<file path="config.mk">
export PLATFORM = sky130hd
export DESIGN_NAME = instr_fetch_flat
export DESIGN_NICKNAME = d
export VERILOG_FILES = /design/src/design/cpu_pkg.sv /design/src/design/ctrl_if.sv /design/src/design/instr_fetch.sv /design/src/flat_wrapper.sv
export SDC_FILE = /design/constraint.sdc
export NUM_CORES = 2
export LEC_CHECK = 0
export BUFFER_PORTS_ARGS = -buffer_cell sky130_fd_sc_hd__buf_4
export CAP_MARGIN = 30
export CELL_PAD_IN_SITES_DETAIL_PLACEMENT = 1
export CELL_PAD_IN_SITES_GLOBAL_PLACEMENT = 2
export CORE_MARGIN = 4
export CORE_UTILIZATION = 30
export DETAILED_ROUTE_END_ITERATION = 8
export PLACE_DENSITY_LB_ADDON = 0.1
export SYNTH_ARGS = -nofsm -noshare
export SYNTH_HDL_FRONTEND = slang
export SYNTH_SLANG_ARGS = --single-unit
</file>
<file path="constraint.sdc">
create_clock -name clock -period 5.17 [get_ports clock]
set_clock_uncertainty 0.2 [all_clocks]
set_input_delay 1.034 -clock clock [delete_from_list [all_inputs] [get_ports clock]]
set_output_delay 1.034 -clock clock [all_outputs]
set_load 0.05 [all_outputs]
</file>
<file path="src/design/cpu_pkg.sv">
package cpu_pkg;

    localparam int XLEN       = 32;
    localparam int NUM_REGS   = 16;
    localparam int REG_AW     = 4;
    localparam int IMEM_DEPTH = 64;
    localparam int IMEM_AW    = 6;

    // instruction fields
    localparam int OP_HI   = 31;
    localparam int OP_LO   = 27;
    localparam int RA_HI   = 26;
    localparam int RA_LO   = 23;
    localparam int RB_HI   = 22;
    localparam int RB_LO   = 19;
    localparam int RC_HI   = 18;
    localparam int RC_LO   = 15;
    localparam int COND_HI = 22;
    localparam int COND_LO = 21;
    localparam int IMM_HI  = 18;
    localparam int IMM_LO  = 0;

    localparam logic [REG_AW-1:0] LINK_REG = 4'd15; // jal return address

    // branch conditions, tested on the ra register
    localparam logic [1:0] BR_ZERO    = 2'b00;
    localparam logic [1:0] BR_POS     = 2'b01; // sign bit clear
    localparam logic [1:0] BR_NONZERO = 2'b10;
    localparam logic [1:0] BR_NEG     = 2'b11;

    typedef enum logic [4:0] {
        op_ld   = 5'b00000, op_ldi  = 5'b00001, op_st   = 5'b00010,
        op_add  = 5'b00011, op_sub  = 5'b00100, op_and  = 5'b00101,
        op_or   = 5'b00110, op_rotr = 5'b00111, op_rotl = 5'b01000,
        op_shr  = 5'b01001, op_shra = 5'b01010, op_shl  = 5'b01011,
        op_addi = 5'b01100, op_andi = 5'b01101, op_ori  = 5'b01110,
        op_mul  = 5'b10000, op_neg  = 5'b10001, op_not  = 5'b10010,
        op_br   = 5'b10011, op_jal  = 5'b10100, op_jr   = 5'b10101,
        op_mflo = 5'b11000, op_mfhi = 5'b11001, op_halt = 5'b11011
    } opcode_e;

    typedef enum logic [3:0] {
        alu_add  = 4'b0000, alu_sub  = 4'b0001, alu_and  = 4'b0010,
        alu_or   = 4'b0011, alu_rotr = 4'b0100, alu_rotl = 4'b0101,
        alu_shr  = 4'b0110, alu_shra = 4'b0111, alu_shl  = 4'b1000,
        alu_mul  = 4'b1010, alu_neg  = 4'b1011, alu_not  = 4'b1100,
        alu_pass_b = 4'b1101
    } alu_op_e;

    typedef enum logic [2:0] {
        t1_fetch = 3'd0, t2_read = 3'd1, t3_exec = 3'd2, t4_mem = 3'd3, t5_write = 3'd4
    } phase_e;

    typedef enum logic [2:0] {
        y_z = 3'd0, y_hi = 3'd1, y_mem = 3'd2, y_lo = 3'd3, y_pc = 3'd4
    } ybus_sel_e;

endpackage

</file>
<file path="src/design/ctrl_if.sv">
`timescale 1ns/1ns

interface ctrl_if
    import cpu_pkg::*;
();
    phase_e    phase;
    logic      fetch_en;   // t1 with the core running
    alu_op_e   alu_op;
    logic      b_imm;      // operand b from immediate
    logic      rf_write;
    ybus_sel_e y_sel;
    logic      hilo_write;
    logic      mem_read;
    logic      mem_write;
    logic      pc_branch;  // branch taken
    logic      pc_jump;    // pc from register

    modport ctrl (
        output phase, fetch_en, alu_op, b_imm, rf_write, y_sel, hilo_write,
               mem_read, mem_write, pc_branch, pc_jump
    );

    modport fetch (
        input phase, fetch_en, pc_branch, pc_jump
    );

    modport dp (
        input phase, alu_op, b_imm, rf_write, y_sel, hilo_write, mem_read, mem_write, pc_jump
    );

endinterface

</file>
<file path="src/design/instr_fetch.sv">
`timescale 1ns/1ns

module instr_fetch
    import cpu_pkg::*;
(
    input  logic               clock,
    input  logic               rst_n,
    input  logic               prog_write,
    input  logic [IMEM_AW-1:0] prog_addr,
    input  logic [XLEN-1:0]    prog_data,
    input  logic [IMEM_AW-1:0] next_pc,
    ctrl_if.fetch              ctl,
    output logic [XLEN-1:0]    ir,
    output logic [IMEM_AW-1:0] pc
);

    logic [XLEN-1:0] prog_mem [IMEM_DEPTH];

    // load port, used while the core sits in t1
    always_ff @(posedge clock)
    begin
        if (prog_write)
            prog_mem[prog_addr] <= prog_data;
    end

    always_ff @(posedge clock)
    begin
        if (ctl.fetch_en)
            ir <= prog_mem[pc];
    end

    // pc points past the current instruction from t2 on
    always_ff @(posedge clock)
    begin
        if (!rst_n)
        begin
            pc <= '0;
        end
        else if (ctl.fetch_en)
        begin
            pc <= pc + 1'b1;
        end
        else if (ctl.phase == t5_write && (ctl.pc_branch || ctl.pc_jump))
        begin
            pc <= next_pc;  // branch target or jump register
        end
    end

    a_prog_write_stopped: assert property (
        @(posedge clock) disable iff (!rst_n)
        prog_write |-> ctl.phase == t1_fetch
    ) else $error("program memory written outside t1");

endmodule

</file>
<file path="src/flat_wrapper.sv">
// flat-port wrapper written by rule: the top's interface ports become plain ports
module instr_fetch_flat import cpu_pkg::*;
  (clock, rst_n, prog_write, prog_addr, prog_data, next_pc, ir, pc, ctl_phase, ctl_fetch_en, ctl_pc_branch, ctl_pc_jump);
  ctrl_if ctl_i ();
  input  logic clock;
  input  logic rst_n;
  input  logic prog_write;
  input  logic [IMEM_AW-1:0] prog_addr;
  input  logic [XLEN-1:0] prog_data;
  input  logic [IMEM_AW-1:0] next_pc;
  output logic [XLEN-1:0] ir;
  output logic [IMEM_AW-1:0] pc;
  input wire logic [$bits(ctl_i.phase)-1:0] ctl_phase;
  input wire logic [$bits(ctl_i.fetch_en)-1:0] ctl_fetch_en;
  input wire logic [$bits(ctl_i.pc_branch)-1:0] ctl_pc_branch;
  input wire logic [$bits(ctl_i.pc_jump)-1:0] ctl_pc_jump;
  assign ctl_i.phase = ctl_phase;
  assign ctl_i.fetch_en = ctl_fetch_en;
  assign ctl_i.pc_branch = ctl_pc_branch;
  assign ctl_i.pc_jump = ctl_pc_jump;
  instr_fetch u_core (.clock(clock), .rst_n(rst_n), .prog_write(prog_write), .prog_addr(prog_addr), .prog_data(prog_data), .next_pc(next_pc), .ctl(ctl_i), .ir(ir), .pc(pc));
endmodule
</file>
==> results.json <==
{
  "layoutNonFillerInstCount": 7767,
  "synth-adder-area-share_pct": 0.0156,
  "path_class": "reg2reg",
  "crit_required_ns": 5.67,
  "cts_resized": 0,
  "drt-total-wl_mm": 278,
  "wl_per_cell_um": 35.8,
  "crit_top_cell": "buf_4",
  "synth_compound_area_share_pct": 3.69,
  "postCtsSetupRepairBufs": 0,
  "hold_class": "in2reg",
  "dp_hpwl_mm": 166,
  "drt_iter0_drc": 4035,
  "grt_pass1_wl_mm": 376,
  "synth_enable_flop_cells": 2080,
  "cp_slowest_cell": "dfxtp_4",
  "htreeDepth": 4,
  "grt.total_usage_pct": 19.9,
  "gp_congestion": 0.733,
  "synth_cell_types": 51,
  "layout_common_cells": "edfxtp_1 (2,080), mux4_2 (357), mux2i_1 (334)",
  "period_minus_slack_ns": 4.20,
  "run_status": "completed",
  "cts_inserted_buffers": 234,
  "timing.final.crit_share_pct": 81.3,
  "dieArea_mm2": 0.275,
  "grt_remaining_overflow": 0,
  "synth_top_family_by_area": "multiplexers",
  "ys.warnings.count": 0,
  "yosys.area_share.simple_pct": 1.31,
  "synthXorXnorAreaFrac_pct": 0,
  "finalSetupViolCount": 0,
  "synth_mux_area_share_pct": 15.1,
  "yosys.area.top_type": "edfxtp_1",
  "crit_path_end_kind": "register",
  "max-clock-path-buffers": 3,
  "slowest_delay_ns": 0.89,
  "io_pins": 91,
  "synth-seq-cells": 2086,
  "crit_path_start_kind": "register",
  "critPathMaxFanout": 31,
  "fmax_mhz": 238,
  "clock_latency_ns": 0.86,
  "mostFrequentLayoutCell": "edfxtp_1",
  "drv_cap": 0,
  "synth_top_area_share_pct": 78.0,
  "cts_num_sinks": 2086,
  "synth_ff_type": "edfxtp_1",
  "p_per_area_mw_per_mm2": 393,
  "slew_headroom_pct": 28.3,
  "hold_violations": 0,
  "fin_util_pct": 35.3,
  "syn_area_mm2": 0.0801,
  "antenna_found_initial": 30,
  "num_rows": 189,
  "finalSetupTns_ns": 0,
  "tightest_slew_ns": 1.06,
  "postSynthAreaPerCell_um2": 21.8,
  "rsz0062_at_grt": "no",
  "path_cells": "buf_4 -> nor2b_2 -> buf_4 -> nand2_1 -> nor4b_1 -> a31oi_1 -> a21o_1",
  "viasPerCell": 5.14,
  "drc_errors": 0,
  "async_flop_share_pct": 0,
  "p_leak_uw": 0.0283,
  "cts_tree": "yes",
  "ir_drop_v": 0.000358,
  "synthCells": 3672,
  "fp.dieW_um": 525,
  "port_buffers": 90,
  "cts_root_buf": "clkbuf_16",
  "wl_met1_mm": 126,
  "first_pass_iters": 5,
  "ant_nets": 0,
  "dp_slack_ns": 0.670,
  "arrival_ns": 4.70,
  "fp.coreArea_mm2": 0.265,
  "die-height_um": 525,
  "grt_pass1_vias": 42100,
  "post-place-cells": 7316,
  "finalMaxSlewViolations": 0,
  "drive_above_1_share_pct": 25.4,
  "yosysSeqAreaShare_pct": 78.2,
  "cts_hold_buffers": 0,
  "met3WireLength_mm": 14.6,
  "grt_max_degree": 73,
  "nNetsFinal": 4074,
  "top_layer_used": "met5",
  "synth_area_leaders": "edfxtp_1 (78%), mux4_2 (10%), mux2i_1 (4.2%), a211oi_1 (0.57%), mux4_1 (0.56%)",
  "synth_nets": 3726,
  "wl_met2_mm": 132,
  "initial_core_util_pct": 30.2,
  "clk_transition_reported_paths_ns": 0.06,
  "via_count": 39900,
  "synthToLayoutAreaGrowth_pct": 16.9,
  "worst_slack_ns": 0.968
}
## flip-flops by register name, indices dropped and copies added, names as in the netlist
register and flops:
u_core.pc 6, u_core.prog_mem 2048, u_core.ir 32
## critical path, delay by kind of cell, from the launching register on
family | cells | cell delay (ns)
DFF | 1 | 0.89
and+or+nand+nor | 3 | 0.98
buffers and inverters | 2 | 0.91
AOI/OAI and AO/OA | 2 | 1.00
## power breakdown
part / switching, uW / internal (uW) / total (uW)
clock network: 6820 / 8770 / 15600
logic: 1490 / 808 / 2300
registers: 128 / 18800 / 18900
total: 8440 / 28300 / 36800
## metal layers
metal / global-route usage [%] / vias up
met5: 0 / -
met2: 32.3 / 1016
li1: - / 16300
met1: 28.1 / 22300
met4: 3.93 / 2
met3: 3.54 / 293
## per-stage QoR
| stage | hold WS [ns] | cell area, um2 | power (uW) |
|---|---|---|---|
| floorplan | 0.483 | 80100 | 20400 |
| global placement | 0.587 | 86400 | 21600 |
| detailed placement | 0.585 | 86500 | 21600 |
| CTS | 0.201 | 93600 | 37300 |
| global route | 0.223 | 93600 | 38100 |
| finish | 0.279 | 93600 | 36800 |
## synth_stat cells, types with 20 or more instances
library cell,n
o21ai_0,33
o22ai_1,56
a22oi_1,43
o221ai_1,37
nand2_1,53
buf_4,47
a211oi_1,61
a221oi_1,20
clkbuf_1,61
mux2i_1,334
a21oi_1,38
edfxtp_1,2080
nor2_1,110
mux2_2,25
buf_6,31
a22o_1,37
buf_2,59
mux4_2,357
## worst paths after layout
check / slack (ns) / cells after the start / end / start
worst min register to register: 0.58 / 4 / u_core.ir[7] / u_core.prog_mem[38][7]
worst max register to register: 0.97 / 7 / u_core.ir[21] / u_core.pc[1]
worst min-delay path: 0.28 / 3 / u_core.pc[4] / rst_n
worst max-delay path: 0.97 / 7 / u_core.ir[21] / u_core.pc[1]
## kinds of logic after synthesis
| group | after synthesis |
|---|---|
| DFF | 2086 |
| muxes | 733 |
| AOI/OAI and AO/OA | 410 |
| and+or+nand+nor | 231 |
| buffers and inverters | 211 |
| adders and majority gates | 1 |
## cell type report
type / instances / area (um2)
sequential: 2086 / 62600
timing repair buffer: 322 / 2810
clock buffer: 315 / 6240
fill: 25700 / 172000
inverter: 1 / 3.75
multi-input combinational: 1375 / 16700
antenna: 14 / 35.0
clock inverter: 121 / 842
tap: 3533 / 4420
Note: power is estimated with default switching activity, not from simulation.
