==> src/design/cpu_pkg.sv <==
package cpu_pkg;

    localparam int XLEN       = 32;
    localparam int NUM_REGS   = 16;
    localparam int REG_AW     = 4;
    localparam int IMEM_DEPTH = 64;
    localparam int IMEM_AW    = 6;

    // instruction fields
    localparam int OP_HI   = 31;
    localparam int OP_LO   = 27;
    localparam int RA_HI   = 26;
    localparam int RA_LO   = 23;
    localparam int RB_HI   = 22;
    localparam int RB_LO   = 19;
    localparam int RC_HI   = 18;
    localparam int RC_LO   = 15;
    localparam int COND_HI = 22;
    localparam int COND_LO = 21;
    localparam int IMM_HI  = 18;
    localparam int IMM_LO  = 0;

    localparam logic [REG_AW-1:0] LINK_REG = 4'd15; // jal return address

    // branch conditions, tested on the ra register
    localparam logic [1:0] BR_ZERO    = 2'b00;
    localparam logic [1:0] BR_POS     = 2'b01; // sign bit clear
    localparam logic [1:0] BR_NONZERO = 2'b10;
    localparam logic [1:0] BR_NEG     = 2'b11;

    typedef enum logic [4:0] {
        op_ld   = 5'b00000, op_ldi  = 5'b00001, op_st   = 5'b00010,
        op_add  = 5'b00011, op_sub  = 5'b00100, op_and  = 5'b00101,
        op_or   = 5'b00110, op_rotr = 5'b00111, op_rotl = 5'b01000,
        op_shr  = 5'b01001, op_shra = 5'b01010, op_shl  = 5'b01011,
        op_addi = 5'b01100, op_andi = 5'b01101, op_ori  = 5'b01110,
        op_mul  = 5'b10000, op_neg  = 5'b10001, op_not  = 5'b10010,
        op_br   = 5'b10011, op_jal  = 5'b10100, op_jr   = 5'b10101,
        op_mflo = 5'b11000, op_mfhi = 5'b11001, op_halt = 5'b11011
    } opcode_e;

    typedef enum logic [3:0] {
        alu_add  = 4'b0000, alu_sub  = 4'b0001, alu_and  = 4'b0010,
        alu_or   = 4'b0011, alu_rotr = 4'b0100, alu_rotl = 4'b0101,
        alu_shr  = 4'b0110, alu_shra = 4'b0111, alu_shl  = 4'b1000,
        alu_mul  = 4'b1010, alu_neg  = 4'b1011, alu_not  = 4'b1100,
        alu_pass_b = 4'b1101
    } alu_op_e;

    typedef enum logic [2:0] {
        t1_fetch = 3'd0, t2_read = 3'd1, t3_exec = 3'd2, t4_mem = 3'd3, t5_write = 3'd4
    } phase_e;

    typedef enum logic [2:0] {
        y_z = 3'd0, y_hi = 3'd1, y_mem = 3'd2, y_lo = 3'd3, y_pc = 3'd4
    } ybus_sel_e;

endpackage

==> src/design/ctrl_if.sv <==
`timescale 1ns/1ns

interface ctrl_if
    import cpu_pkg::*;
();
    phase_e    phase;
    logic      fetch_en;   // t1 with the core running
    alu_op_e   alu_op;
    logic      b_imm;      // operand b from immediate
    logic      rf_write;
    ybus_sel_e y_sel;
    logic      hilo_write;
    logic      mem_read;
    logic      mem_write;
    logic      pc_branch;  // branch taken
    logic      pc_jump;    // pc from register

    modport ctrl (
        output phase, fetch_en, alu_op, b_imm, rf_write, y_sel, hilo_write,
               mem_read, mem_write, pc_branch, pc_jump
    );

    modport fetch (
        input phase, fetch_en, pc_branch, pc_jump
    );

    modport dp (
        input phase, alu_op, b_imm, rf_write, y_sel, hilo_write, mem_read, mem_write, pc_jump
    );

endinterface

==> src/design/mem_if.sv <==
`timescale 1ns/1ns

interface mem_if
    import cpu_pkg::*;
();
    logic [XLEN-1:0] addr;
    logic [XLEN-1:0] wdata;
    logic [XLEN-1:0] rdata;  // latched load data
    logic            read;
    logic            write;

    modport dp (
        output addr, wdata, read, write,
        input  rdata
    );

    modport port (
        input  addr, wdata, read, write,
        output rdata
    );

endinterface

==> src/design/datapath.sv <==
`timescale 1ns/1ns

module datapath
    import cpu_pkg::*;
(
    input  logic               clock,
    input  logic               rst_n,
    input  logic [XLEN-1:0]    ir,
    input  logic [IMEM_AW-1:0] pc,
    ctrl_if.dp                 ctl,
    mem_if.dp                  mem,
    output logic               ra_zero,
    output logic               ra_neg,
    output logic [IMEM_AW-1:0] next_pc
);

    logic [XLEN-1:0]        regs [NUM_REGS];
    logic [REG_AW-1:0]      ra_idx;
    logic [REG_AW-1:0]      rb_idx;
    logic [REG_AW-1:0]      rc_idx;
    logic [REG_AW-1:0]      wr_idx;
    logic [XLEN-1:0]        ra_val;
    logic [XLEN-1:0]        a_q;
    logic [XLEN-1:0]        b_q;
    logic [XLEN-1:0]        z_q;
    logic [XLEN-1:0]        hi_q;
    logic [XLEN-1:0]        lo_q;
    logic [XLEN-1:0]        imm_ext;
    logic [XLEN-1:0]        alu_b;
    logic [XLEN-1:0]        alu_z;
    logic [XLEN-1:0]        y_bus;
    logic [4:0]             shamt;
    logic signed [2*XLEN-1:0] product;

    function automatic logic [XLEN-1:0] rf_read(input logic [REG_AW-1:0] idx);
        return (idx == '0) ? '0 : regs[idx];  // r0 hardwired
    endfunction

    assign ra_idx  = ir[RA_HI:RA_LO];
    assign rb_idx  = ir[RB_HI:RB_LO];
    assign rc_idx  = ir[RC_HI:RC_LO];
    assign imm_ext = {{(XLEN-IMM_HI-1){ir[IMM_HI]}}, ir[IMM_HI:IMM_LO]};
    assign ra_val  = rf_read(ra_idx);

    always_ff @(posedge clock)
    begin
        if (ctl.phase == t2_read)
        begin
            a_q <= rf_read(rb_idx);
            b_q <= rf_read(rc_idx);
        end
    end

    assign alu_b   = ctl.b_imm ? imm_ext : b_q;
    assign shamt   = alu_b[4:0];
    assign product = $signed(a_q) * $signed(alu_b);

    always_comb
    begin
        case (ctl.alu_op)
            alu_add:    alu_z = a_q + alu_b;
            alu_sub:    alu_z = a_q - alu_b;
            alu_and:    alu_z = a_q & alu_b;
            alu_or:     alu_z = a_q | alu_b;
            alu_rotr:   alu_z = (a_q >> shamt) | (a_q << (XLEN - shamt));
            alu_rotl:   alu_z = (a_q << shamt) | (a_q >> (XLEN - shamt));
            alu_shr:    alu_z = a_q >> shamt;
            alu_shra:   alu_z = $signed(a_q) >>> shamt;
            alu_shl:    alu_z = a_q << shamt;
            alu_mul:    alu_z = product[XLEN-1:0];
            alu_neg:    alu_z = -a_q;
            alu_not:    alu_z = ~a_q;
            alu_pass_b: alu_z = alu_b;
            default:    alu_z = '0;
        endcase
    end

    always_ff @(posedge clock)
    begin
        if (ctl.phase == t3_exec)
        begin
            z_q <= alu_z;
            if (ctl.hilo_write)
            begin
                hi_q <= product[2*XLEN-1:XLEN];  // upper product
                lo_q <= product[XLEN-1:0];
            end
        end
    end

    // memory address is z, stores send ra
    assign mem.addr  = z_q;
    assign mem.wdata = ra_val;
    assign mem.read  = ctl.mem_read;
    assign mem.write = ctl.mem_write;

    always_comb
    begin
        case (ctl.y_sel)
            y_hi:    y_bus = hi_q;
            y_lo:    y_bus = lo_q;
            y_mem:   y_bus = mem.rdata;
            y_pc:    y_bus = {{(XLEN-IMEM_AW){1'b0}}, pc};  // return address
            default: y_bus = z_q;
        endcase
    end

    assign wr_idx = (ctl.y_sel == y_pc) ? LINK_REG : ra_idx;

    always_ff @(posedge clock)
    begin
        if (ctl.phase == t5_write && ctl.rf_write)
            regs[wr_idx] <= y_bus;
    end

    assign ra_zero = (ra_val == '0);
    assign ra_neg  = ra_val[XLEN-1];
    assign next_pc = ctl.pc_jump ? ra_val[IMEM_AW-1:0] : pc + imm_ext[IMEM_AW-1:0];

    a_r0_zero: assert property (
        @(posedge clock) disable iff (!rst_n)
        (ra_idx == '0) |-> (ra_val == '0) && ra_zero && !ra_neg
    ) else $error("r0 read nonzero");

endmodule

==> src/flat_wrapper.sv <==
// flat-port wrapper written by rule: the top's interface ports become plain ports
module datapath_flat import cpu_pkg::*;
  (clock, rst_n, ir, pc, ra_zero, ra_neg, next_pc, ctl_phase, ctl_alu_op, ctl_b_imm, ctl_rf_write, ctl_y_sel, ctl_hilo_write, ctl_mem_read, ctl_mem_write, ctl_pc_jump, mem_addr, mem_wdata, mem_read, mem_write, mem_rdata);
  ctrl_if ctl_i ();
  mem_if mem_i ();
  input  logic clock;
  input  logic rst_n;
  input  logic [XLEN-1:0] ir;
  input  logic [IMEM_AW-1:0] pc;
  output logic ra_zero;
  output logic ra_neg;
  output logic [IMEM_AW-1:0] next_pc;
  input wire logic [$bits(ctl_i.phase)-1:0] ctl_phase;
  input wire logic [$bits(ctl_i.alu_op)-1:0] ctl_alu_op;
  input wire logic [$bits(ctl_i.b_imm)-1:0] ctl_b_imm;
  input wire logic [$bits(ctl_i.rf_write)-1:0] ctl_rf_write;
  input wire logic [$bits(ctl_i.y_sel)-1:0] ctl_y_sel;
  input wire logic [$bits(ctl_i.hilo_write)-1:0] ctl_hilo_write;
  input wire logic [$bits(ctl_i.mem_read)-1:0] ctl_mem_read;
  input wire logic [$bits(ctl_i.mem_write)-1:0] ctl_mem_write;
  input wire logic [$bits(ctl_i.pc_jump)-1:0] ctl_pc_jump;
  output wire logic [$bits(mem_i.addr)-1:0] mem_addr;
  output wire logic [$bits(mem_i.wdata)-1:0] mem_wdata;
  output wire logic [$bits(mem_i.read)-1:0] mem_read;
  output wire logic [$bits(mem_i.write)-1:0] mem_write;
  input wire logic [$bits(mem_i.rdata)-1:0] mem_rdata;
  assign ctl_i.phase = ctl_phase;
  assign ctl_i.alu_op = ctl_alu_op;
  assign ctl_i.b_imm = ctl_b_imm;
  assign ctl_i.rf_write = ctl_rf_write;
  assign ctl_i.y_sel = ctl_y_sel;
  assign ctl_i.hilo_write = ctl_hilo_write;
  assign ctl_i.mem_read = ctl_mem_read;
  assign ctl_i.mem_write = ctl_mem_write;
  assign ctl_i.pc_jump = ctl_pc_jump;
  assign mem_addr = mem_i.addr;
  assign mem_wdata = mem_i.wdata;
  assign mem_read = mem_i.read;
  assign mem_write = mem_i.write;
  assign mem_i.rdata = mem_rdata;
  datapath u_core (.clock(clock), .rst_n(rst_n), .ir(ir), .pc(pc), .ctl(ctl_i), .mem(mem_i), .ra_zero(ra_zero), .ra_neg(ra_neg), .next_pc(next_pc));
endmodule
==> config.mk <==
export PLATFORM = sky130hd
export DESIGN_NAME = datapath_flat
export DESIGN_NICKNAME = d
export VERILOG_FILES = /design/src/design/cpu_pkg.sv /design/src/design/ctrl_if.sv /design/src/design/mem_if.sv /design/src/design/datapath.sv /design/src/flat_wrapper.sv
export SDC_FILE = /design/constraint.sdc
export NUM_CORES = 2
export LEC_CHECK = 0
export BUFFER_PORTS_ARGS = -buffer_cell sky130_fd_sc_hd__buf_2
export CAP_MARGIN = 10
export CORE_UTILIZATION = 25
export CTS_CLUSTER_SIZE = 25
export DETAILED_ROUTE_END_ITERATION = 10
export PLACE_DENSITY = 0.42
export SLEW_MARGIN = 20
export SYNTH_ARGS = -nofsm -noshare
export SYNTH_HDL_FRONTEND = slang
export SYNTH_SLANG_ARGS = --single-unit
==> constraint.sdc <==
create_clock -name clock -period 14.7 [get_ports clock]
set_clock_uncertainty 0.05 [all_clocks]
set_input_delay 0.735 -clock clock [delete_from_list [all_inputs] [get_ports clock]]
set_output_delay 0.735 -clock clock [all_outputs]
set_load 0.1 [all_outputs]
==> metrics <==
GRT overflow=0; CTS hold repair buffers=0; worst-case clock buffer depth=3; Crit. Startpoint=ctl_b_imm; top post-synthesis cells by area=fa_1, edfxtp_1, mux4_2; simple-gate share of the synthesized area=0.111; gpl congestion=1.02; CTS resizes=0; H-tree levels=3; top_reg_cell synth=edfxtp_1; final worst slack=between 3000 and 4000 ps; #FFs+latches synth=about 670; iteration-0 DRC count of the detailed router=approximately 6000; Period Utilization, post-route=0.738; first-pass GRT wire length=between 400 and 500 mm; Die Area=329000 µm²; RR Startpoint=u_core.b_q[2]$_SDFFCE_PN0N_; dpl hpwl=between 200 and 250 mm; Post-Synth XOR/XNOR Area=0.0171; clock-pin slew on the worst setup and hold paths=about 60 ps; Worst R2R Path Depth=25; crit-path max cell delay=760 ps; Layout area overhead=10.8%; DRC=0; pre-CTS setup slack=~3300 ps; Slew Viols, Final=0; min cycle time layout=10850 ps; crit path launch type=input pin; clk sinks=672; Hold Vio Cnt, Final=0; critical path endpoint category=flop; adder-cell share of the synthesized area=0.301; Via density=5.13; CTS Root Cell=clkbuf_16; ys async rst share=0; Top cell by count, worst path=fa_1; CTS tree=built; clock latency on the worst-skew pair=700 ps; core box area=325000 µm²; r2r endpoint=u_core.hi_q[29]$_DFFE_PP_; WL/cell=about 28 µm; Port Buffers=approximately 150; area leader, netlist=fa_1; DRT Pass-1 Iters=6; Final ANT Viol Nets=0; Die Span X=about 570 µm; Synth Area in Compound Gates=0.0785; Inserted Clock Buffers=81; most common cell in the netlist=fa_1; main combinational cell family by area after synthesis=adder cells; layout cells sized above 1=0.150; reg-to-reg slack, setup=between 4000 and 5000 ps; RSZ-0062 raised after global routing=no; Mapped Avg Cell Area=around 11 µm²; cell count after synthesis=7376; Slew HR=0.129; Setup Buffers After CTS=0; cell area after synthesis=81600 µm²; post-synthesis cell type count=a little under 90; post-synthesis mux area share=0.172; DRT Wirelength=329 mm; top-area cell type share of the netlist area=0.266; Initial Util=0.251; Die H=between 500 and 600 µm; Ys Warns=0; crit path to=u_core.hi_q[31]$_DFFE_PP_; setup TNS=0 ps; WHS=around 390 ps; Slowest-stage cell, CP=nor4b_1; pin count of the biggest net entering global routing=between 60 and 70; Hold Crit Class=in2reg; MaxCap Viol Count=0; Worst Tran Pin Value=around 1300 ps; register area share after synthesis=0.247; EDFF count, synth=672; Worst EP required=~15000 ps; num rows=~210; Worst Path Arrival=11290 ps; initial antenna violation count=39; FILL cells=roughly 34000; GR Util All Layers=0.198; Fmax=0.0922 GHz; Setup violations, final=0; vias in the first global route=62900; crit-path max FO=37; status=complete, no violations; Net Count, Synth=between 8000 and 9000; critical path class=in2reg; Nets=between 8000 and 9000; vias post-DR=between 50000 and 60000; Commonest cells post-synth=fa_1, inv_1, nand2_1; Top-Level Pins=~160
cell type report:
type	count	area, µm²	area share
Antenna cell	7	17.5	0.000194
Clock buffer	99	2090	0.0232
Clock inverter	48	500	0.00553
Inverter	1014	3810	0.0421
Multi-Input combinational cell	5131	55800	0.618
Sequential cell	672	20200	0.223
Tap cell	4325	5410	0.0598
Timing Repair Buffer	385	2570	0.0285
per-layer routing:
metal	vias to the layer above	part of all wire	global-route usage
met3	480	0.065	0.0303
met4	12	0.044	0.0768
li1	25000	-	-
met5	-	0.00024	0
met1	32100	0.43	0.271
met2	2369	0.46	0.316
cells in the final DEF (no fill, tap or decap), types with 15 or more instances in the layout:
master and count:
a211oi_1 75, a21o_1 64, a21oi_1 253, a221oi_1 28, a221oi_2 22, a22oi_1 16
a31oi_1 28, and2_1 466, and3_1 19, buf_2 139, buf_4 240, clkbuf_1 18
clkbuf_16 81, clkinv_1 20, edfxtp_1 672, fa_1 1084, ha_1 224, inv_1 1010
mux2_2 34, mux2i_1 273, mux4_2 477, nand2_1 770, nand2b_1 35, nand3_1 54
nor2_1 304, nor2b_1 76, nor3_1 52, nor4_1 15, o211ai_1 32, o21a_1 46
o21ai_0 193, o221ai_1 23, o22ai_1 26, or3_1 17, xnor2_1 111, xor2_1 43
logic make-up (layout without fill, tap and decap cells):
kind of cell,after synthesis,in the layout
AO/OA/AOI/OAI,978,978
XOR/XNOR,159,159
adder cells (fa/ha/maj),1314,1314
buffers and inverters,1573,1546
flip-flops,672,672
multiplexers,794,794
other,0,7
AND/OR/NAND/NOR,1886,1886
through the flow:
stage                     utilization  std cells  area (µm²)
after CTS                       0.279      11700       90400
after floorplan                     -       7376       81600
final                           0.279      11700       90400
after detailed placement        0.271      11500       87800
after global placement          0.271      11500       87800
after global routing            0.279      11700       90400
sequential cells by signal (all words and copies together), names as in the netlist:
signal and count:
u_core.b_q 32, u_core.regs 512, u_core.mem.addr 32, u_core.lo_q 32, u_core.hi_q 32, u_core.a_q 32
worst min path at each step:
stage	start	end	cells after the start
after CTS	ctl_phase[1]	u_core.b_q[0]$_SDFFCE_PN0N_	2
final	ctl_phase[1]	u_core.b_q[0]$_SDFFCE_PN0N_	2
after global placement	u_core.mem.addr[9]$_DFFE_PN_	u_core.regs[8][9]$_DFFE_PP_	3
after detailed placement	u_core.mem.addr[9]$_DFFE_PN_	u_core.regs[9][9]$_DFFE_PP_	3
after global routing	ctl_phase[1]	u_core.a_q[2]$_SDFFCE_PN0N_	2
after floorplan	u_core.a_q[0]$_SDFFCE_PN0N_	u_core.lo_q[0]$_DFFE_PP_	1
critical path, delay by kind of cell:
kind | cells | cell delay [ps]
buf+inv | 11 | 2580
compound gates | 7 | 2190
simple gates | 5 | 1600
fa+ha+maj | 9 | 4080
Power is not shown: default switching activity piles up to over one toggle a cycle in this logic, so the estimate is an artifact.
