`src/design/cpu_pkg.sv`:
```
package cpu_pkg;

    localparam int XLEN       = 32;
    localparam int NUM_REGS   = 16;
    localparam int REG_AW     = 4;
    localparam int IMEM_DEPTH = 64;
    localparam int IMEM_AW    = 6;

    // instruction fields
    localparam int OP_HI   = 31;
    localparam int OP_LO   = 27;
    localparam int RA_HI   = 26;
    localparam int RA_LO   = 23;
    localparam int RB_HI   = 22;
    localparam int RB_LO   = 19;
    localparam int RC_HI   = 18;
    localparam int RC_LO   = 15;
    localparam int COND_HI = 22;
    localparam int COND_LO = 21;
    localparam int IMM_HI  = 18;
    localparam int IMM_LO  = 0;

    localparam logic [REG_AW-1:0] LINK_REG = 4'd15; // jal return address

    // branch conditions, tested on the ra register
    localparam logic [1:0] BR_ZERO    = 2'b00;
    localparam logic [1:0] BR_POS     = 2'b01; // sign bit clear
    localparam logic [1:0] BR_NONZERO = 2'b10;
    localparam logic [1:0] BR_NEG     = 2'b11;

    typedef enum logic [4:0] {
        op_ld   = 5'b00000, op_ldi  = 5'b00001, op_st   = 5'b00010,
        op_add  = 5'b00011, op_sub  = 5'b00100, op_and  = 5'b00101,
        op_or   = 5'b00110, op_rotr = 5'b00111, op_rotl = 5'b01000,
        op_shr  = 5'b01001, op_shra = 5'b01010, op_shl  = 5'b01011,
        op_addi = 5'b01100, op_andi = 5'b01101, op_ori  = 5'b01110,
        op_mul  = 5'b10000, op_neg  = 5'b10001, op_not  = 5'b10010,
        op_br   = 5'b10011, op_jal  = 5'b10100, op_jr   = 5'b10101,
        op_mflo = 5'b11000, op_mfhi = 5'b11001, op_halt = 5'b11011
    } opcode_e;

    typedef enum logic [3:0] {
        alu_add  = 4'b0000, alu_sub  = 4'b0001, alu_and  = 4'b0010,
        alu_or   = 4'b0011, alu_rotr = 4'b0100, alu_rotl = 4'b0101,
        alu_shr  = 4'b0110, alu_shra = 4'b0111, alu_shl  = 4'b1000,
        alu_mul  = 4'b1010, alu_neg  = 4'b1011, alu_not  = 4'b1100,
        alu_pass_b = 4'b1101
    } alu_op_e;

    typedef enum logic [2:0] {
        t1_fetch = 3'd0, t2_read = 3'd1, t3_exec = 3'd2, t4_mem = 3'd3, t5_write = 3'd4
    } phase_e;

    typedef enum logic [2:0] {
        y_z = 3'd0, y_hi = 3'd1, y_mem = 3'd2, y_lo = 3'd3, y_pc = 3'd4
    } ybus_sel_e;

endpackage

```
`src/design/ctrl_if.sv`:
```
`timescale 1ns/1ns

interface ctrl_if
    import cpu_pkg::*;
();
    phase_e    phase;
    logic      fetch_en;   // t1 with the core running
    alu_op_e   alu_op;
    logic      b_imm;      // operand b from immediate
    logic      rf_write;
    ybus_sel_e y_sel;
    logic      hilo_write;
    logic      mem_read;
    logic      mem_write;
    logic      pc_branch;  // branch taken
    logic      pc_jump;    // pc from register

    modport ctrl (
        output phase, fetch_en, alu_op, b_imm, rf_write, y_sel, hilo_write,
               mem_read, mem_write, pc_branch, pc_jump
    );

    modport fetch (
        input phase, fetch_en, pc_branch, pc_jump
    );

    modport dp (
        input phase, alu_op, b_imm, rf_write, y_sel, hilo_write, mem_read, mem_write, pc_jump
    );

endinterface

```
`src/design/control_unit.sv`:
```
`timescale 1ns/1ns

module control_unit
    import cpu_pkg::*;
(
    input  logic            clock,
    input  logic            rst_n,
    input  logic            run,
    input  logic [XLEN-1:0] ir,
    input  logic            ra_zero,
    input  logic            ra_neg,
    output logic            halted,
    ctrl_if.ctrl            ctl
);

    phase_e     phase_q;
    opcode_e    op;
    logic       start;     // leave t1 this cycle
    logic       advance;
    logic       cond_met;

    assign op      = opcode_e'(ir[OP_HI:OP_LO]);
    assign start   = run && !halted;
    assign advance = (phase_q != t1_fetch) || start;  // run only checked in t1

    always_ff @(posedge clock)
    begin
        if (!rst_n)
        begin
            phase_q <= t1_fetch;
            halted  <= 1'b0;
        end
        else
        begin
            if (advance)
            begin
                case (phase_q)
                    t1_fetch: phase_q <= t2_read;
                    t2_read:  phase_q <= t3_exec;
                    t3_exec:  phase_q <= t4_mem;
                    t4_mem:   phase_q <= t5_write;
                    default:  phase_q <= t1_fetch;
                endcase
            end
            if (phase_q == t5_write && op == op_halt)
                halted <= 1'b1;
        end
    end

    always_comb
    begin
        case (ir[COND_HI:COND_LO])
            BR_ZERO:    cond_met = ra_zero;
            BR_NONZERO: cond_met = !ra_zero;
            BR_POS:     cond_met = !ra_neg;
            default:    cond_met = ra_neg;
        endcase
    end

    always_comb
    begin
        case (op)
            op_ld, op_ldi, op_st, op_add, op_addi: ctl.alu_op = alu_add;
            op_sub:            ctl.alu_op = alu_sub;
            op_and, op_andi:   ctl.alu_op = alu_and;
            op_or, op_ori:     ctl.alu_op = alu_or;
            op_rotr:           ctl.alu_op = alu_rotr;
            op_rotl:           ctl.alu_op = alu_rotl;
            op_shr:            ctl.alu_op = alu_shr;
            op_shra:           ctl.alu_op = alu_shra;
            op_shl:            ctl.alu_op = alu_shl;
            op_mul:            ctl.alu_op = alu_mul;
            op_neg:            ctl.alu_op = alu_neg;
            op_not:            ctl.alu_op = alu_not;
            default:           ctl.alu_op = alu_pass_b;
        endcase
    end

    always_comb
    begin
        case (op)
            op_mfhi: ctl.y_sel = y_hi;
            op_mflo: ctl.y_sel = y_lo;
            op_ld:   ctl.y_sel = y_mem;
            op_jal:  ctl.y_sel = y_pc;   // link into r15
            default: ctl.y_sel = y_z;
        endcase
    end

    assign ctl.phase      = phase_q;
    assign ctl.fetch_en   = (phase_q == t1_fetch) && start;
    assign ctl.b_imm      = op inside {op_ld, op_ldi, op_st, op_addi, op_andi, op_ori};
    assign ctl.rf_write   = op inside {op_ld, op_ldi, op_add, op_sub, op_and, op_or,
                                       op_rotr, op_rotl, op_shr, op_shra, op_shl,
                                       op_addi, op_andi, op_ori, op_neg, op_not,
                                       op_jal, op_mflo, op_mfhi};
    assign ctl.hilo_write = (op == op_mul);
    assign ctl.mem_read   = (op == op_ld) && (phase_q == t4_mem);
    assign ctl.mem_write  = (op == op_st) && (phase_q == t4_mem);
    assign ctl.pc_branch  = (op == op_br) && cond_met;
    assign ctl.pc_jump    = op inside {op_jal, op_jr};

    a_phase_legal: assert property (
        @(posedge clock) disable iff (!rst_n)
        phase_q inside {t1_fetch, t2_read, t3_exec, t4_mem, t5_write}
    ) else $error("illegal phase %0d", phase_q);

    a_mem_exclusive: assert property (
        @(posedge clock) disable iff (!rst_n)
        !(ctl.mem_read && ctl.mem_write)
    ) else $error("read and write strobes together");

endmodule

```
`src/flat_wrapper.sv`:
```
// flat-port wrapper written by rule: the top's interface ports become plain ports
module control_unit_flat import cpu_pkg::*;
  (clock, rst_n, run, ir, ra_zero, ra_neg, halted, ctl_phase, ctl_fetch_en, ctl_alu_op, ctl_b_imm, ctl_rf_write, ctl_y_sel, ctl_hilo_write, ctl_mem_read, ctl_mem_write, ctl_pc_branch, ctl_pc_jump);
  ctrl_if ctl_i ();
  input  logic clock;
  input  logic rst_n;
  input  logic run;
  input  logic [XLEN-1:0] ir;
  input  logic ra_zero;
  input  logic ra_neg;
  output logic halted;
  output wire logic [$bits(ctl_i.phase)-1:0] ctl_phase;
  output wire logic [$bits(ctl_i.fetch_en)-1:0] ctl_fetch_en;
  output wire logic [$bits(ctl_i.alu_op)-1:0] ctl_alu_op;
  output wire logic [$bits(ctl_i.b_imm)-1:0] ctl_b_imm;
  output wire logic [$bits(ctl_i.rf_write)-1:0] ctl_rf_write;
  output wire logic [$bits(ctl_i.y_sel)-1:0] ctl_y_sel;
  output wire logic [$bits(ctl_i.hilo_write)-1:0] ctl_hilo_write;
  output wire logic [$bits(ctl_i.mem_read)-1:0] ctl_mem_read;
  output wire logic [$bits(ctl_i.mem_write)-1:0] ctl_mem_write;
  output wire logic [$bits(ctl_i.pc_branch)-1:0] ctl_pc_branch;
  output wire logic [$bits(ctl_i.pc_jump)-1:0] ctl_pc_jump;
  assign ctl_phase = ctl_i.phase;
  assign ctl_fetch_en = ctl_i.fetch_en;
  assign ctl_alu_op = ctl_i.alu_op;
  assign ctl_b_imm = ctl_i.b_imm;
  assign ctl_rf_write = ctl_i.rf_write;
  assign ctl_y_sel = ctl_i.y_sel;
  assign ctl_hilo_write = ctl_i.hilo_write;
  assign ctl_mem_read = ctl_i.mem_read;
  assign ctl_mem_write = ctl_i.mem_write;
  assign ctl_pc_branch = ctl_i.pc_branch;
  assign ctl_pc_jump = ctl_i.pc_jump;
  control_unit u_core (.clock(clock), .rst_n(rst_n), .run(run), .ir(ir), .ra_zero(ra_zero), .ra_neg(ra_neg), .halted(halted), .ctl(ctl_i));
endmodule
```
`config.mk`:
```
export PLATFORM = sky130hd
export DESIGN_NAME = control_unit_flat
export DESIGN_NICKNAME = d
export VERILOG_FILES = /design/src/design/cpu_pkg.sv /design/src/design/ctrl_if.sv /design/src/design/control_unit.sv /design/src/flat_wrapper.sv
export SDC_FILE = /design/constraint.sdc
export NUM_CORES = 1
export LEC_CHECK = 0
export BUFFER_PORTS_ARGS = -buffer_cell sky130_fd_sc_hd__buf_2
export CAP_MARGIN = 10
export CORE_MARGIN = 4
export CORE_UTILIZATION = 35
export DETAILED_ROUTE_END_ITERATION = 6
export HOLD_SLACK_MARGIN = 0.03
export MAX_ROUTING_LAYER = met4
export PLACE_DENSITY = 0.82
export SLEW_MARGIN = 20
export SYNTH_ARGS = -nofsm -noshare
export SYNTH_HDL_FRONTEND = slang
export SYNTH_SLANG_ARGS = --single-unit
```
`constraint.sdc`:
```
create_clock -name clock -period 2.6 [get_ports clock]
set_input_delay 0.52 -clock clock [delete_from_list [all_inputs] [get_ports clock]]
set_output_delay 0.52 -clock clock [all_outputs]
set_load 0.02 [all_outputs]
```
==> results of run 1 <==
==> stage by stage <==
stage               util (%)  hold WS, ns
floorplan                  -        0.583
global placement        48.8        0.506
detailed placement      48.8        0.514
CTS                     50.5        0.529
global route            50.5        0.547
finish                  50.5        0.526
==> power by group <==
group / total [mW] / leakage [nW] / internal [mW] / switching [mW]
clock: 0.0765 / 0.0138 / 0.0516 / 0.0249
sequential: 0.0718 / 0.0327 / 0.0657 / 0.00607
combinational: 0.103 / 0.305 / 0.0404 / 0.0625
total: 0.251 / 0.351 / 0.158 / 0.0935
==> state kept, by name, summed over array words and instances (netlist names) <==
| register | flops |
|---|---|
| u_core.halted | 1 |
| u_core.ctl.phase | 3 |
==> final timing paths <==
kind | startpoint | to | slack (ns)
max | ir[27] | ctl_rf_write | 0.28
min | u_core.halted | u_core.halted | 0.53
max reg2reg | u_core.ctl.phase[0] | u_core.halted | 1.73
min reg2reg | u_core.halted | u_core.halted | 0.53
==> cell usage in the layout, fill, tap and decap left out, types with 4 or more instances in the layout <==
master / instances
inv_1: 4
nand2_1: 8
ha_1: 4
nor3_1: 4
dfxtp_1: 4
nor2b_1: 5
buf_2: 30
nor2_1: 5
==> logic make-up (layout without fill, tap and decap cells) <==
kind of cell,Yosys count,in the layout,synth area share (%)
flip-flops,4,4,15.8
AND/OR/NAND/NOR,37,37,39.9
AO/OA/AOI/OAI,16,16,21.3
XOR/XNOR,2,2,3.47
buffers and inverters,7,37,7.67
multiplexers,1,1,1.98
adder cells (fa/ha/maj),4,4,9.90
==> layout make-up <==
| type | instances | share of cell area, % |
|---|---|---|
| Multi-Input combinational cell | 60 | 57.4 |
| Timing Repair Buffer | 30 | 22.3 |
| Sequential cell | 4 | 11.9 |
| Clock buffer | 3 | 3.35 |
| Tap cell | 15 | 2.79 |
| Inverter | 4 | 2.23 |
==> worst max-delay path: stages <==
cell and delay, ns:
buf_2 0.13, inv_1 0.08, ha_1 0.30, nor3_1 0.26, a221oi_1 0.13, a211o_1 0.23
buf_2 0.16
==> per-layer routing <==
metal / GRT usage (%) / vias to the layer above
met5: - / -
met4: 5.11 / 0
met3: 3.56 / 4
met2: 23.6 / 20
met1: 16.5 / 283
li1: - / 314
==> results.md, run 1 <==
- Status: finished clean
- Htree depth: 1
- Std cell rows: 13
- Critical path arrival: 1.80 ns
- Maximum fanout along the worst path: 9
- Pre-CTS setup slack: roughly 0.28 ns
- Core region area: 1330 sq um
- CP Launch Type: primary input
- Clk Latency, worst-skew pair: approximately 0.23 ns
- Sequential area share after synthesis: 15.8%
- DRT iter0 DRCs: 9
- Metal3 WL: 78 um
- Post-CTS Setup Inserts: 0
- Placer congestion estimate: 0.698
- Top-count cell post-synth: nand2_1
- Share of the synthesized area in the top cell type: between 10% and 20%
- Tot Pwr: roughly 0.25 mW
- # IOs: 56
- Final instance area: a little under 700 sq um
- Final worst slack: 0.279 ns
- Post-route antenna net violation count: 0
- Port bufs: 30
- Multi-input logic area: just under 400 sq um
- Post-DP HPWL: approximately 1100 um
- Clk sink count: 4
- Largest cells by area after synthesis: dfxtp_1 16%, ha_1 9.9%, nor2b_1 6.2%, nand2_1 5.9%, a211oi_1 4.5%
- N_diodes: 0
- Vias per cell: around 5.4
- Critical Path End Type: primary output
- NumNets Final: between 100 and 150
- DP Area: ~650 sq um
- Resized Gates After CTS: 0
- Non-filler instance count after layout: 116
- Mapped cell area: just over 500 sq um
- Syn_area_per_cell: between 7 and 8 sq um
- Register bit total from synthesis: 4
- Max_cap viols: 0
- Initial antenna violation count: 0
- Die Ht: around 46 um
- Final Max Tran Viols: 0
- First-pass iteration count of the detailed router: 4
- CP required: around 2.1 ns
- Layout cells sized above 1: between 30% and 40%
- Total wire length: around 1400 um
- Die width: 46.0 um
- YS warnings: 0
- HP Class: flip-flop to flip-flop
- Hold buffer count at CTS: 0
- Top cells by count, synth: 8 x nand2_1, 5 x nor2_1, 5 x nor2b_1
- P per Cell Area: 373 nW/um^2
- TritonCTS buffer count: 3
- Fraction of registers with async set/reset: 0%
- Vias in the first global route: between 500 and 600
- Worst Hold Depth: 2
- Max layer used: met4
- Setup Viol. Count Final: 0
- Worst slew margin: 78.8%
- Routed length on met2: approximately 710 um
- Critical path type: primary input to primary output
- Storage element area: around 80 sq um
- CTS tree: built
- Dpl cells: between 100 and 150
- Wire length per cell: approximately 12 um
- Synth Flop Type: dfxtp_1
- Setup TNS: 0 ns
- Worst slew pin tran: between 0.3 and 0.4 ns
- Layout fillers: approximately 140
- Pin count of the biggest net entering global routing: 16
- Worst vdd ir: approximately 0.20 mV
- Total GRT Usage: about 14%
- DR vias: between 600 and 700
- Global route total overflow: 0
- Initial Util: 37.9%
- Min Tclk post-route: 2.32 ns
- Die Area: 2120 sq um
- R2R cell count: 3
- Syn Inst Count: slightly above 70
- Leak: between 0.3 and 0.4 nW
- Tcrit/Tclk final: about nine tenths
- Post-synth cell types: 30
- WL met1: 573 um
- Clk slew on worst S/H paths: about 0.03 ns
- Synthesized Nets: between 100 and 150
- Drc violations: 0
- Root Buffer: clkbuf_4
- Post-synth EDFFs: 0
- Synth area leader: dfxtp_1
- Layout area overhead: 33.2%
- RSZ-0062 raised after global routing: false
- Fmax: ~430 MHz
- First-pass GRT wire length: 2170 um
- Final hold viol count: 0
- Fin Clk Skew: approximately 0.0016 ns
- Clock Path Buffers: 2
Power figures use the tool's default switching activity.
==> inputs of run 2 (changes only) <==
--- a/config.mk
+++ b/config.mk
@@ -7,12 +7,14 @@
 export LEC_CHECK = 0
 export BUFFER_PORTS_ARGS = -buffer_cell sky130_fd_sc_hd__buf_2
 export CAP_MARGIN = 10
+export CELL_PAD_IN_SITES_DETAIL_PLACEMENT = 0
+export CELL_PAD_IN_SITES_GLOBAL_PLACEMENT = 1
 export CORE_MARGIN = 4
-export CORE_UTILIZATION = 35
+export CORE_UTILIZATION = 22
 export DETAILED_ROUTE_END_ITERATION = 6
 export HOLD_SLACK_MARGIN = 0.03
 export MAX_ROUTING_LAYER = met4
-export PLACE_DENSITY = 0.82
+export PLACE_DENSITY_LB_ADDON = 0.1
 export SLEW_MARGIN = 20
 export SYNTH_ARGS = -nofsm -noshare
 export SYNTH_HDL_FRONTEND = slang
==> results.md, run 2 (same netlist as run 1, synthesis figures left out) <==
- Status: finished clean
- Final Max Tran Viols: 0
- Critical Path Max Stage Delay: 0.30 ns
- TritonCTS buffer count: 3
- HP Class: flip-flop to flip-flop
- First-pass GRT wire length: 2460 um
- Post-DP HPWL: roughly 1100 um
- Placer congestion estimate: 0.715
- Worst Hold Depth: 2
- Crit path top cell by count: buf_2
- Crit path depth: 7
- Setup TNS: 0 ns
- Total GRT Usage: 9.90%
- Maximum fanout along the worst path: 9
- NumNets Final: 144
- Layout area overhead: 36.4%
- Worst-path cell chain: buf_2 -> inv_1 -> ha_1 -> nor3_1 -> a221oi_1 -> a211o_1 -> buf_2
- Tcrit/Tclk final: about nine tenths
- Worst path top cell family by delay: compound AO/OA/AOI/OAI gates
- Clk Latency, worst-skew pair: 0.23 ns
- Fin Clk Skew: around 0.0039 ns
- Wire length per cell: ~11 um
- Initial antenna violation count: 0
- Total wire length: 1480 um
- Port bufs: 30
- Hold buffer count at CTS: 0
- N_diodes: 0
- Initial Util: between 20 and 25%
- # IOs: 56
- Slowest-stage cell, CP: ha_1
- Resized Gates After CTS: 0
- DP Area: about 670 sq um
- Vias per cell: approximately 4.6
- CP required: roughly 2.1 ns
- Die width: approximately 56 um
- Critical path arrival: between 1.5 and 2 ns
- Drc violations: 0
- CTS tree: built
- Hold path start: u_core.halted
- R2R cell count: 3
- Post-CTS Setup Inserts: 0
- Layout fillers: between 200 and 250
- Commonest non-fill, non-tap cell in the layout: buf_2
- Fmax: roughly 420 MHz
- Critical path type: primary input to primary output
- Worst slew margin: 82.0%
- First-pass iteration count of the detailed router: 2
- Final instance area: approximately 690 sq um
- Post-route antenna net violation count: 0
- Reg-to-reg startpoint: u_core.ctl.phase[0]
- Vias in the first global route: 558
- Std cell rows: 17
- Pin count of the biggest net entering global routing: 16
- Setup Viol. Count Final: 0
- Critical Path End Type: primary output
- Clk sink count: 4
- Htree depth: 1
- DRT iter0 DRCs: 3
- RSZ-0062 raised after global routing: false
- Die Ht: 55.9 um
- Worst slew pin tran: about 0.27 ns
- P per Cell Area: between 300 and 400 nW/um^2
- Most frequent cells in the layout: 30 x buf_2, 8 x nand2_1, 5 x nor2_1, 5 x nor2b_1
- CP Launch Type: primary input
- Leak: about 0.35 nW
- Final hold viol count: 0
- Clk slew on worst S/H paths: about 0.040 ns
- Global route total overflow: 0
- Root Buffer: clkbuf_4
- Clock Path Buffers: 2
- Hold_ws: ~0.52 ns
- Min Tclk post-route: approximately 2.4 ns
- DR vias: about 600
- Largest register FFs: 3
- Max_cap viols: 0
- Core region area: roughly 2200 sq um
- Worst vdd ir: around 0.4 mV
- Critical Path Start: ir[27]
- Layout cells sized above 1: approximately 36%
- Die Area: around 3100 sq um
- Worst Path Buf+Inv: 3
## run 2: cell counts in the layout (fill, tap and decap cells not counted)
Identical to the previous run, type by type.
## run 2: area by class of cell
class                   count  area (sq um)  area share (%)
multi-input cells          60           387            56.1
well taps                  28          35.0            5.08
inverters                   4          15.0            2.18
clock buffers               3          22.5            3.27
repair buffers             30           150            21.8
flip-flops and latches      4          80.1            11.6
## run 2: final timing paths
path,endpoint,slack (ns)
setup / recovery,ctl_rf_write,0.24
hold / removal,u_core.halted,0.52
setup reg to reg,u_core.halted,1.72
hold reg to reg,u_core.halted,0.52
## run 2: tightest hold or removal path: stages, from the launching register on
cell	delay [ns]
dfxtp_1	0.33
a41oi_1	0.05
nor2b_1	0.10
## run 2: per-layer routing
layer,global-route usage [%],up-vias,share of wire [%]
met5,-,-,0
met4,3.05,0,0
met3,3.48,0,4.6
met2,14.5,15,46
met1,12.7,258,49
li1,-,317,-
## run 2: through the flow
stage,cells,utilization (%),total power [mW],setup slack [ns]
final,129,31.5,0.250,0.238
after detailed placement,126,30.4,0.177,0.238
after global routing,129,31.5,0.270,0.0999
after floorplan,71,-,0.143,0.579
after CTS,129,31.5,0.255,0.235
after global placement,126,30.4,0.177,0.222
## run 2: where the power goes
part | internal (mW) | switching, mW
logic | 0.0404 | 0.0630
clock network | 0.0514 | 0.0229
registers | 0.0657 | 0.00610
==> inputs of run 3 (changes only) <==
--- a/config.mk
+++ b/config.mk
@@ -14,7 +14,7 @@
 export DETAILED_ROUTE_END_ITERATION = 6
 export HOLD_SLACK_MARGIN = 0.03
 export MAX_ROUTING_LAYER = met4
-export PLACE_DENSITY_LB_ADDON = 0.1
+export PLACE_DENSITY_LB_ADDON = 0.08
 export SLEW_MARGIN = 20
 export SYNTH_ARGS = -nofsm -noshare
 export SYNTH_HDL_FRONTEND = slang
==> results.md, run 3 (same netlist as run 1, synthesis figures left out) <==
- Fin Clk Skew: 0.00275 ns
- Wire length per cell: around 12 um
- N_diodes: 0
- DP Area: ~670 sq um
- Post-CTS Setup Inserts: 0
- Drc violations: 0
- Initial antenna violation count: 0
- Maximum fanout along the worst path: 9
- Clk sink count: 4
- Post-route antenna net violation count: 0
- R2r setup slk: 1.73 ns
- Port bufs: 30
- Layout area overhead: 36.4%
- Fmax: 416 MHz
- R2R cell count: 3
- Worst vdd ir: between 0.1 and 0.15 mV
- DRT iter0 DRCs: 9
- # IOs: 56
- Leak: 0.351 nW
- Final Max Tran Viols: 0
- Most frequent cells in the layout: 30 x buf_2, 8 x nand2_1, 5 x nor2_1, 5 x nor2b_1
- NumNets Final: between 100 and 150
- Switching share of power: a little under two fifths
- Resized Gates After CTS: 0
- Pin count of the biggest net entering global routing: 16
- Slowest-stage cell, CP: nor3_1
- Critical Path Max Stage Delay: around 0.31 ns
- Clk Latency, worst-skew pair: roughly 0.23 ns
- Worst slew margin: between 80% and 90%
- Status: finished clean
- Non-filler instance count after layout: 129
- Die Ht: approximately 56 um
- P per Cell Area: ~370 nW/um^2
- Worst slew pin tran: approximately 0.3 ns
- Htree depth: 1
- Comb power frac: ~41%
- Critical path type: primary input to primary output
- Max_cap viols: 0
- Hold buffer count at CTS: 0
- Setup TNS: 0 ns
- CTS tree: built
- Hold path start: rst_n
- Std cell rows: 17
- Worst-path cell chain: buf_2 -> inv_1 -> ha_1 -> nor3_1 -> a221oi_1 -> a211o_1 -> buf_2
- Placer congestion estimate: 0.681
- HP Class: primary input to flip-flop
- Hold EP: u_core.halted
- Clock Power Share: roughly 31%
- Critical path arrival: 1.88 ns
- TritonCTS buffer count: 3
- Post-DP HPWL: ~1100 um
- CP Launch Type: primary input
- RSZ-0062 raised after global routing: false
- Reg-to-reg startpoint: u_core.ctl.phase[0]
- Largest register FFs: 3
- RR Endpoint: u_core.halted
- Initial Util: a little under a quarter
- Worst Hold Depth: 2
- Total GRT Usage: between 10% and 20%
- First-pass GRT wire length: around 2700 um
- Share of power burned in registers: approximately 28%
- Commonest non-fill, non-tap cell in the layout: buf_2
- Tcrit/Tclk final: 92.4%
- Vias per cell: between 4 and 5
- Setup Viol. Count Final: 0
- Critical Path End Type: primary output
- DR vias: 600
- Internal power: between 0.15 and 0.2 mW
- Dpl cells: about 130
- First-pass iteration count of the detailed router: 4
- Vias in the first global route: around 600
- Total wire length: about 1600 um
- Global route total overflow: 0
- Clock Path Buffers: 2
- Layout fillers: between 200 and 300
- Net Sw Power: between 0.09 and 0.1 mW
- Final instance area: 689 sq um
- CP required: 2.08 ns
- Final hold viol count: 0
- Min Tclk post-route: approximately 2.4 ns
- Root Buffer: clkbuf_4
- Clk slew on worst S/H paths: 0.04 ns
- Crit path top cell by count: buf_2
- Core region area: 2190 sq um
- Die width: between 50 and 60 um
- Die Area: 3130 sq um
- Layout cells sized above 1: 35.6%
==> run 3: cell counts in the layout (fill, tap and decap cells not counted) <==
No cell type changed its count.
==> run 3: worst max-delay path: cells and delay by family <==
family	cells	cell delay, ns
AO/OA/AOI/OAI	2	0.38
adder cells (fa/ha/maj)	1	0.30
buffers and inverters	3	0.36
AND/OR/NAND/NOR	1	0.31
==> run 3: how the worst max path moves through the flow <==
stage	startpoint	to	slack [ns]
final	ir[27]	ctl_rf_write	0.20
after global routing	ir[27]	ctl_rf_write	0.04
after CTS	ir[27]	ctl_rf_write	0.19
after detailed placement	ir[27]	ctl_rf_write	0.20
after global placement	ir[27]	ctl_rf_write	0.22
after floorplan	ir[27]	ctl_b_imm	0.58
==> run 3: power by group through the flow <==
stage | Combinational [mW] | Clock (mW) | Sequential, mW
after floorplan | 0.0664 | 0 | 0.0766
after global placement | 0.104 | 0 | 0.0729
after detailed placement | 0.105 | 0 | 0.0728
after CTS | 0.105 | 0.0826 | 0.0718
after global routing | 0.115 | 0.0915 | 0.0729
final | 0.104 | 0.0798 | 0.0716
==> run 3: cell type report <==
cell class	instances	area, sq um	share of cell area [%]
sequential	4	80.1	11.6
timing repair buffer	30	150	21.8
clock buffer	3	22.5	3.27
multi-input combinational	60	387	56.1
inverter	4	15.0	2.18
tap	28	35.0	5.08
==> run 3: through the flow <==
stage / hold WS (ns) / total power, mW / util [%] / worst slack (ns)
after floorplan: 0.583 / 0.143 / - / 0.579
after global placement: 0.520 / 0.177 / 30.4 / 0.219
after detailed placement: 0.513 / 0.177 / 30.4 / 0.199
after CTS: 0.512 / 0.260 / 31.5 / 0.194
after global routing: 0.533 / 0.280 / 31.5 / 0.0424
final: 0.516 / 0.255 / 31.5 / 0.197
==> run 3: per-layer routing <==
metal	global-route usage (%)	vias to the layer above	wire [um]
met5	-	-	0
met4	5.08	0	19
met3	2.09	4	82
met2	15.2	21	652
met1	14.5	263	811
li1	-	312	-
